==> src/lcd_consts.svh <==
`ifndef LCD_CONSTS_SVH
`define LCD_CONSTS_SVH

// Panel command words.
`define LCD_CMD_SLPOUT  16'h1100
`define LCD_CMD_DISPOFF 16'h2800
`define LCD_CMD_DISPON  16'h2900
`define LCD_CMD_MADCTL  16'h3600

// Address set bases, sub-address 0..3 in the low byte.
`define LCD_CMD_CASET   16'h2A00
`define LCD_CMD_RASET   16'h2B00

// GRAM access.
`define LCD_CMD_RAMWR   16'h2C00
`define LCD_CMD_RAMRD   16'h2E00

// Init ROM size in entries.
`define LCD_INIT_DEPTH  8

// WR strobe phases in clocks.
`define LCD_WR_LOW      2
`define LCD_WR_HIGH     2

// Delay lengths in clocks.
// Short values for simulation.
// Scale up for a real panel.
`define LCD_RST_CYCLES   16'd20
`define LCD_SLEEP_CYCLES 16'd30

`endif

==> src/lcd_pkg.sv <==
// Types shared by the TFT command controller.
package lcd_pkg;

    //////////////////////////////////////////////////
    // Host operation codes.
    //////////////////////////////////////////////////
    typedef enum logic [3:0] {
        opIdle    = 4'd0, // Nothing to do, done at once.
        opReset   = 4'd1, // Hardware reset pulse.
        opInit    = 4'd2, // ROM registers, sleep-out, display on.
        opColumn  = 4'd3, // CASET, data1 start and data2 end.
        opPage    = 4'd4, // RASET, data1 start and data2 end.
        opGram    = 4'd5, // Nonzero data1 writes GRAM, zero reads.
        opDisplay = 4'd6, // Nonzero data1 on, zero off.
        opData    = 4'd7  // One pixel word from data1.
    } lcdOp;

    //////////////////////////////////////////////////
    // Bus write kinds.
    //////////////////////////////////////////////////
    typedef enum logic [1:0] {
        kindCmd     = 2'd0, // Command word only, RS low.
        kindData    = 2'd1, // Data word only, RS high.
        kindCmdData = 2'd2  // Command word then data word.
    } busKind;

endpackage

==> src/lcdBusIf.sv <==
`timescale 1ns/1ps

// One bus write request, sequencer to bus writer.
interface lcdBusIf;
    import lcd_pkg::*;

    logic        start; // One-cycle request.
    busKind      kind;  // Command, data or both.
    logic [15:0] cmd;   // Command word.
    logic [15:0] data;  // Data word.
    logic        done;  // One-cycle completion.

    // Request side.
    modport master (output start, output kind, output cmd, output data, input done);

    // Strobe generator side.
    modport writer (input start, input kind, input cmd, input data, output done);

endinterface

==> src/lcdBusWriter.sv <==
`timescale 1ns/1ps
`include "lcd_consts.svh"

module lcdBusWriter (
    input  logic        clk,
    input  logic        rst_n,
    lcdBusIf.writer     bus,
    output logic        lcdCs,
    output logic        lcdRs,
    output logic        lcdWr,
    output logic        lcdRd,
    output logic [15:0] lcdData
);
    import lcd_pkg::*;

    localparam int WordCycles = `LCD_WR_LOW + `LCD_WR_HIGH;
    localparam int PhaseWidth = $clog2(WordCycles);
    localparam logic [PhaseWidth-1:0] LowEnd    = PhaseWidth'(`LCD_WR_LOW - 1);
    localparam logic [PhaseWidth-1:0] LastPhase = PhaseWidth'(WordCycles - 1);

    logic                  busy;
    logic [PhaseWidth-1:0] phase;    // Clock within the word.
    logic                  lastWord; // Word selector.
    logic [15:0]           pendData; // Second word of a command-plus-data.

    assign lcdRd = 1'b1; // No read-back.

    //////////////////////////////////////////////////
    // Strobe timing.
    //////////////////////////////////////////////////
    always_ff @(posedge clk or negedge rst_n) begin
        if (!rst_n) begin
            busy     <= 1'b0;
            phase    <= '0;
            lastWord <= 1'b0;
            lcdCs    <= 1'b1;
            lcdRs    <= 1'b0;
            lcdWr    <= 1'b1;
            lcdData  <= 16'h0000;
            bus.done <= 1'b0;
        end else begin
            bus.done <= 1'b0;
            if (!busy) begin
                if (bus.start) begin // First word.
                    busy     <= 1'b1;
                    phase    <= '0;
                    lcdCs    <= 1'b0;
                    lcdWr    <= 1'b0;
                    lcdRs    <= (bus.kind == kindData);
                    lcdData  <= (bus.kind == kindData) ? bus.data : bus.cmd;
                    lastWord <= (bus.kind != kindCmdData);
                end
            end else begin
                phase <= phase + 1'b1;
                if (phase == LowEnd) lcdWr <= 1'b1; // Panel latches here.
                if (phase == LastPhase) begin
                    phase <= '0;
                    if (lastWord) begin // Release the bus.
                        busy     <= 1'b0;
                        lcdCs    <= 1'b1;
                        lcdRs    <= 1'b0;
                        lcdData  <= 16'h0000;
                        bus.done <= 1'b1;
                    end else begin // Data word follows.
                        lcdWr    <= 1'b0;
                        lcdRs    <= 1'b1;
                        lcdData  <= pendData;
                        lastWord <= 1'b1;
                    end
                end
            end
        end
    end

    always_ff @(posedge clk) begin
        if (!busy && bus.start) pendData <= bus.data;
    end

    // Every strobe inside a chip select.
    wrInsideCs: assert property (@(posedge clk) disable iff (!rst_n) !lcdWr |-> !lcdCs)
        else $error("WR strobe with CS high");

endmodule

==> src/lcdController.sv <==
`timescale 1ns/1ps

module lcdController (
    input  logic          clk,
    input  logic          rst_n,
    input  logic          en,
    input  lcd_pkg::lcdOp trigger,
    input  logic [15:0]   data1,
    input  logic [15:0]   data2,
    output logic          done,
    output logic          lcdRst,
    output logic          backlight,
    output logic          lcdCs,
    output logic          lcdRs,
    output logic          lcdWr,
    output logic          lcdRd,
    output logic [15:0]   lcdData
);

    lcdBusIf busIf (); // Sequencer to writer.

    logic        load;
    logic [15:0] loadValue;
    logic        expired;
    logic [2:0]  index;
    logic [15:0] regAddr;
    logic [15:0] regData;

    lcdSequencer lcdSequencer_inst (
        .clk(clk), .rst_n(rst_n), .en(en), .trigger(trigger),
        .data1(data1), .data2(data2), .done(done),
        .lcdRst(lcdRst), .backlight(backlight), .bus(busIf.master),
        .load(load), .loadValue(loadValue), .expired(expired),
        .index(index), .regAddr(regAddr), .regData(regData)
    );

    lcdDelayTimer lcdDelayTimer_inst (
        .clk(clk), .rst_n(rst_n), .load(load), .loadValue(loadValue), .expired(expired)
    );

    lcdInitRom lcdInitRom_inst (.index(index), .regAddr(regAddr), .regData(regData));

    // Panel pins.
    lcdBusWriter lcdBusWriter_inst (
        .clk(clk), .rst_n(rst_n), .bus(busIf.writer),
        .lcdCs(lcdCs), .lcdRs(lcdRs), .lcdWr(lcdWr), .lcdRd(lcdRd), .lcdData(lcdData)
    );

endmodule

==> src/lcdDelayTimer.sv <==
`timescale 1ns/1ps

module lcdDelayTimer (
    input  logic        clk,
    input  logic        rst_n,
    input  logic        load,
    input  logic [15:0] loadValue,
    output logic        expired
);

    logic [15:0] count;
    logic        counting; // Run flag.

    always_ff @(posedge clk or negedge rst_n) begin
        if (!rst_n) begin
            counting <= 1'b0;
        end else if (load) begin
            counting <= 1'b1;
        end else if (expired) begin
            counting <= 1'b0; // Stop after one pulse.
        end
    end

    // Down-count.
    always_ff @(posedge clk) begin
        if (load) count <= loadValue;
        else if (counting && count != 16'd0) count <= count - 16'd1;
    end

    assign expired = counting && (count == 16'd0); // One cycle.

    // Sequencer reloads only once a wait is over.
    noReload: assert property (@(posedge clk) disable iff (!rst_n) load |-> !counting)
        else $error("timer loaded while counting");

endmodule

==> src/lcdInitRom.sv <==
`timescale 1ns/1ps

module lcdInitRom (
    input  logic [2:0]  index,
    output logic [15:0] regAddr,
    output logic [15:0] regData
);

    // Register address and data pairs.
    always_comb begin
        case (index)
            3'd0: begin // First page unlock key.
                regAddr = 16'hF000;
                regData = 16'h0055;
            end
            3'd1: begin
                regAddr = 16'hF001;
                regData = 16'h00AA;
            end
            3'd2: begin
                regAddr = 16'hF002;
                regData = 16'h0052;
            end
            3'd3: begin
                regAddr = 16'hF003;
                regData = 16'h0008;
            end
            3'd4: begin // Page 1 select.
                regAddr = 16'hF004;
                regData = 16'h0001;
            end
            3'd5: begin // AVDD level.
                regAddr = 16'hB000;
                regData = 16'h000D;
            end
            3'd6: begin // AVDD ratio.
                regAddr = 16'hB600;
                regData = 16'h0034;
            end
            3'd7: begin // 16-bit pixels.
                regAddr = 16'h3A00;
                regData = 16'h0055;
            end
            default: begin
                regAddr = 16'h0000;
                regData = 16'h0000;
            end
        endcase
    end

endmodule

==> src/lcdSequencer.sv <==
`timescale 1ns/1ps
`include "lcd_consts.svh"

module lcdSequencer (
    input  logic          clk,
    input  logic          rst_n,
    input  logic          en,
    input  lcd_pkg::lcdOp trigger,
    input  logic [15:0]   data1,
    input  logic [15:0]   data2,
    output logic          done,
    output logic          lcdRst,
    output logic          backlight,
    lcdBusIf.master       bus,
    output logic          load,
    output logic [15:0]   loadValue,
    input  logic          expired,
    output logic [2:0]    index,
    input  logic [15:0]   regAddr,
    input  logic [15:0]   regData
);
    import lcd_pkg::*;

    localparam logic [3:0] InitDepth = 4'(`LCD_INIT_DEPTH);

    typedef enum logic [1:0] {sIdle, sIssue, sWait, sRelease} seqState;

    seqState     state;
    logic [3:0]  step;          // Step within the current operation.
    logic        actBus;        // This step is a bus write.
    logic        actDelay;      // This step is a timed wait.
    logic        actFinish;     // No step left.
    logic        actRst;        // Reset pin level during the wait.
    busKind      actKind;
    logic [15:0] actCmd;
    logic [15:0] actData;
    logic [15:0] actDelayValue;
    logic [7:0]  addrByte;      // Address byte for CASET/RASET.

    assign index = step[2:0]; // ROM entry follows the step.

    // Byte order XS[15:8], XS[7:0], XE[15:8], XE[7:0].
    assign addrByte = step[1] ? (step[0] ? data2[7:0] : data2[15:8])
                              : (step[0] ? data1[7:0] : data1[15:8]);

    //////////////////////////////////////////////////
    // Step decode.
    //////////////////////////////////////////////////
    always_comb begin
        actBus        = 1'b0;
        actDelay      = 1'b0;
        actRst        = 1'b1;
        actKind       = kindCmd;
        actCmd        = 16'h0000;
        actData       = 16'h0000;
        actDelayValue = 16'd0;
        case (trigger)
            opReset: begin
                if (step < 4'd2) begin
                    actDelay      = 1'b1;
                    actDelayValue = `LCD_RST_CYCLES;
                    actRst        = step[0]; // Low first, then high.
                end
            end
            opInit: begin
                if (step < InitDepth) begin // ROM pairs.
                    actBus  = 1'b1;
                    actKind = kindCmdData;
                    actCmd  = regAddr;
                    actData = regData;
                end else if (step == InitDepth) begin
                    actBus = 1'b1;
                    actCmd = `LCD_CMD_SLPOUT;
                end else if (step == InitDepth + 4'd1) begin // Sleep-out wait.
                    actDelay      = 1'b1;
                    actDelayValue = `LCD_SLEEP_CYCLES;
                end else if (step == InitDepth + 4'd2) begin
                    actBus = 1'b1;
                    actCmd = `LCD_CMD_DISPON;
                end else if (step == InitDepth + 4'd3) begin
                    actBus  = 1'b1;
                    actKind = kindCmdData;
                    actCmd  = `LCD_CMD_MADCTL;
                    actData = 16'h0000; // Default scan direction.
                end
            end
            opColumn, opPage: begin
                if (step < 4'd4) begin
                    actBus  = 1'b1;
                    actKind = kindCmdData;
                    actCmd  = ((trigger == opColumn) ? `LCD_CMD_CASET : `LCD_CMD_RASET)
                              + {14'd0, step[1:0]};
                    actData = {8'h00, addrByte};
                end
            end
            opGram: begin
                actBus = (step == 4'd0);
                actCmd = (data1 != 16'h0000) ? `LCD_CMD_RAMWR : `LCD_CMD_RAMRD;
            end
            opDisplay: begin
                actBus = (step == 4'd0);
                actCmd = (data1 != 16'h0000) ? `LCD_CMD_DISPON : `LCD_CMD_DISPOFF;
            end
            opData: begin
                actBus  = (step == 4'd0);
                actKind = kindData;
                actData = data1; // Pixel word.
            end
            default: ;
        endcase
    end

    assign actFinish = !actBus && !actDelay;

    //////////////////////////////////////////////////
    // Control FSM.
    //////////////////////////////////////////////////
    always_ff @(posedge clk or negedge rst_n) begin
        if (!rst_n) begin
            state     <= sIdle;
            step      <= 4'd0;
            done      <= 1'b0;
            bus.start <= 1'b0;
            load      <= 1'b0;
            lcdRst    <= 1'b1;
            backlight <= 1'b0;
        end else begin
            done      <= 1'b0; // Pulses by default.
            bus.start <= 1'b0;
            load      <= 1'b0;
            case (state)
                sIdle: begin
                    if (en) begin
                        step  <= 4'd0;
                        state <= sIssue;
                    end
                end
                sIssue: begin
                    if (actFinish) begin
                        done  <= 1'b1;
                        state <= sRelease;
                    end else begin
                        bus.start <= actBus;
                        load      <= actDelay;
                        state     <= sWait;
                    end
                    if (actDelay) lcdRst <= actRst;
                    if (trigger == opReset) backlight <= 1'b0; // Dark while in reset.
                    if (actFinish && trigger == opInit) backlight <= 1'b1;
                    if (actFinish && trigger == opDisplay) backlight <= (data1 != 16'h0000);
                end
                sWait: begin
                    if (bus.done || expired) begin
                        step  <= step + 4'd1;
                        state <= sIssue;
                    end
                end
                sRelease: if (!en) state <= sIdle; // Host drops en.
                default: state <= sIdle;
            endcase
        end
    end

    // Request payload, held until the next step.
    always_ff @(posedge clk) begin
        if (state == sIssue) begin
            bus.kind  <= actKind;
            bus.cmd   <= actCmd;
            bus.data  <= actData;
            loadValue <= actDelayValue;
        end
    end

    // No done pulse until the writer has answered.
    doneAfterWrite: assert property (@(posedge clk) disable iff (!rst_n)
        bus.start |-> !done until_with bus.done)
        else $error("done while a bus write is pending");

endmodule

==> config.mk <==
export PLATFORM = sky130hd
export DESIGN_NAME = lcdController
export DESIGN_NICKNAME = d
export VERILOG_FILES = /design/src/lcd_pkg.sv /design/src/lcdBusIf.sv /design/src/lcdBusWriter.sv /design/src/lcdController.sv /design/src/lcdDelayTimer.sv /design/src/lcdInitRom.sv /design/src/lcdSequencer.sv
export VERILOG_INCLUDE_DIRS = /design/src
export SDC_FILE = /design/constraint.sdc
export NUM_CORES = 1
export LEC_CHECK = 0
export BUFFER_PORTS_ARGS = -buffer_cell sky130_fd_sc_hd__buf_2
export CAP_MARGIN = 40
export CORE_AREA = 2 2 93 95
export DETAILED_ROUTE_END_ITERATION = 8
export DIE_AREA = 0 0 95 97
export PLACE_DENSITY = 0.84
export SYNTH_ARGS = -nofsm -noshare
export SYNTH_HDL_FRONTEND = slang
export SYNTH_SLANG_ARGS = --single-unit
export TNS_END_PERCENT = 100
==> constraint.sdc <==
create_clock -name clk -period 3.8 [get_ports clk]
set_input_delay 0.76 -clock clk [delete_from_list [all_inputs] [get_ports clk]]
set_output_delay 0.76 -clock clk [all_outputs]
set_load 0.02 [all_outputs]
==> flow_summary.yaml <==
outcome:
  status: "finished clean"
clocking:
  clock-sinks: 99
  tritoncts: "yes"
  insertion_delay_ns: 0.38
  cts_buffer_depth: 2
  ctsResizeCount: 0
  htreeDepth: 3
  cts_buffers: 9
  ctsHoldBuffers: 0
  postCtsSetupRepairBufs: 0
  cts_root_buf: "clkbuf_8"
  clk_pin_slew_ns: 0.11
sta:
  tns_ns: 0
  max_freq_mhz: 376
  maxSlewHeadroom: 0.353
  min_period_ns: 2.66
  drv_slew: 0
  tightest_slew_ns: 0.971
  setup_viol: 0
  hold_viol_final: 0
  clock_skew_ns: 0.0176
  rsz0062_at_grt: "no"
  final.period_utilization: 0.701
final_layout:
  num-fill-cells: 576
  utilization: 0.686
  drive_gt1_frac: 0.210
  seqCellArea_um2: 2800
  area_growth_pct: 10.7
  diodes: 0
  final_cells: 596
  nNetsFinal: 535
  mostFrequentLayoutCell: "edfxtp_1"
  design_area_um2: 5580
  multi_input_area_um2: 2050
  layout_common_cells: "edfxtp_1 (63), buf_2 (60), nor2_1 (57)"
detailed_routing:
  wl_um: 10800
  ant_nets: 0
  post_drt_wl_per_cell_um: 18.2
  top_layer_used: "met4"
  met3_length_um: 615
  drc: 0
  drt_iter0_drc: 225
  met2WireLength_um: 5310
  dr_total_vias: 3625
  wl_met1_um: 4660
  dr.pass1.iters: 4
  viasPerCell: 6.08
placement:
  place_inst: 580
  dp_hpwl_um: 7750
  gp_congestion: 0.946
  placed_area_um2: 5400
  portBuffers: 60
die:
  rows: 33
  io_pins: 62
  die-area_um2: 9220
  die-height_um: 97
  fp.dieW_um: 95
  initial_core_util: 0.620
  core_um2: 8130
yosys:
  netlist_instances: 437
  synth-edff-count: 63
  ys.flop_type: "edfxtp_1"
  syn_area_per_cell_um2: 11.5
  synth_cell_types: 66
  yosys_warnings: 0
  ys_ff_latch: 99
  ys_seq_area_frac: 0.555
  syn_area_um2: 5040
  ys_async_sr_fraction: 0.364
  synthesis.nets: 486
pwr:
  leakage_nw: 2.19
  power_density_nw_per_um2: 641
  ir_worst_vdd_v: 0.000350
grt:
  grt_max_degree: 37
  overflow: 0
  grt_pass1_vias: 3517
  antenna_found_initial: 0
  grt_usage: 0.249
  grt_pass1_wl_um: 17600
setup_path:
  cpPeakStageDelay_ns: 0.83
  start_kind: "flip-flop"
  crit_path_top_delay_cell: "dfrtp_1"
  cp_top_family: "flip-flops"
  crit_type: "flip-flop to flip-flop"
  cp_data_arrival_time_ns: 2.98
  path_cells: "inv_1 -> ha_1 -> nor2b_1 -> a221o_1 -> and3_4 -> nor3b_1 -> a21o_1"
  crit_required_ns: 4.12
  worstSetupEndpointType: "flip-flop"
  crit_buf_inv: 1
  path_max_fanout: 18
flow_run:
  maxCapViolCount: 0
hold_path:
  hold_path.class: "flip-flop to flip-flop"
-- final cells by class --
cell class,instances,share of cell area
Tap cell,105,0.0235
Clock buffer,9,0.0222
Sequential cell,99,0.501
Timing Repair Buffer,64,0.0598
Clock inverter,7,0.0114
Multi-Input combinational cell,290,0.367
Inverter,22,0.0148
-- flip-flops by register name, indices dropped and copies added (netlist names) --
| name | flops |
|---|---|
| lcdSequencer_inst.backlight | 1 |
| lcdSequencer_inst.state | 2 |
| lcdDelayTimer_inst.count | 16 |
| lcdBusWriter_inst.lcdWr | 1 |
| lcdSequencer_inst.loadValue | 2 |
| lcdBusWriter_inst.lastWord | 1 |
| lcdDelayTimer_inst.counting | 1 |
| lcdBusWriter_inst.lcdCs | 1 |
| lcdSequencer_inst.step | 4 |
| lcdBusWriter_inst.busy | 1 |
| lcdBusWriter_inst.bus.done | 1 |
| lcdSequencer_inst.load | 1 |
| lcdBusWriter_inst.pendData | 16 |
| lcdSequencer_inst.lcdRst | 1 |
| lcdBusWriter_inst.lcdData | 16 |
| lcdSequencer_inst.bus.cmd | 11 |
| lcdSequencer_inst.bus.start | 1 |
| lcdBusWriter_inst.phase | 2 |
| lcdSequencer_inst.bus.kind | 2 |
| lcdBusWriter_inst.lcdRs | 1 |
| lcdSequencer_inst.done | 1 |
| lcdSequencer_inst.bus.data | 16 |
-- where the power goes --
part	switching (W)	internal [W]	leakage, nW	total [W]
clock	0.000414	0.000256	0.0975	0.000671
sequential	0.000290	0.00146	1.02	0.00175
combinational	0.000658	0.000498	1.07	0.00116
total	0.00136	0.00222	2.19	0.00358
-- cells in the mapped netlist, types with 3 or more instances --
master,n,area share
a21oi_1,16,0.016
nand4_1,5,0.0062
clkbuf_1,17,0.013
nor4_1,6,0.0074
o21ai_0,6,0.0060
nor2_1,57,0.042
mux2i_1,15,0.030
a311o_1,3,0.0060
a21o_1,3,0.0045
a31oi_1,7,0.0087
mux4_2,8,0.036
o221ai_1,8,0.014
o31ai_1,3,0.0045
and2_1,14,0.017
nand2b_1,6,0.0074
o22ai_1,11,0.014
edfxtp_1,63,0.38
nor2b_1,6,0.0074
xnor2_1,7,0.012
dfrtp_1,33,0.16
dfstp_2,3,0.016
nand3_1,3,0.0030
nand2_1,23,0.017
a221oi_1,5,0.0087
inv_1,22,0.016
nor3_1,5,0.0050
xor2_1,4,0.0069
and3_1,4,0.0050
o21ai_1,4,0.0040
nand3b_1,3,0.0045
ha_1,10,0.025
o21a_1,12,0.018
buf_1,5,0.0037
-- cell families after synthesis --
family          count (synthesis)  synth area share
fa+ha+maj                      10            0.0248
other cells                     1          0.000744
flops                          99             0.555
simple gates                  150             0.162
mux                            23            0.0655
buf+inv                        48            0.0385
xor+xnor                       11            0.0191
compound gates                 95             0.135
-- final timing paths --
kind / slack (ns) / depth (start not counted) / start / endpoint
min in group asynchronous: 0.47 / 1 / rst_n / lcdBusWriter_inst.lcdData[7]
worst min register to register: 0.46 / 0 / lcdSequencer_inst.bus.data[9] / lcdBusWriter_inst.pendData[9]
worst max register to register: 1.14 / 7 / lcdSequencer_inst.step[0] / lcdSequencer_inst.backlight
worst min-delay path: 0.46 / 0 / lcdSequencer_inst.bus.data[9] / lcdBusWriter_inst.pendData[9]
max in group asynchronous: 2.80 / 1 / rst_n / lcdDelayTimer_inst.counting
worst max-delay path: 1.14 / 7 / lcdSequencer_inst.step[0] / lcdSequencer_inst.backlight
-- metal layers --
layer  global-route usage  vias up
met5                    0        -
met4               0.0970        0
met3               0.0553       20
met2                0.392      142
met1                0.336     1737
li1                     -     1726
-- stage by stage --
step           setup WS [ns]  hold WS, ns  total power, W
2_1_floorplan           1.29        0.426         0.00257
6_report                1.14        0.456         0.00358
3_5_place_dp            1.15        0.438         0.00293
4_1_cts                 1.17        0.457         0.00359
3_3_place_gp            1.18        0.433         0.00285
5_1_grt                0.892        0.472         0.00380
Power figures use the tool's default switching activity.
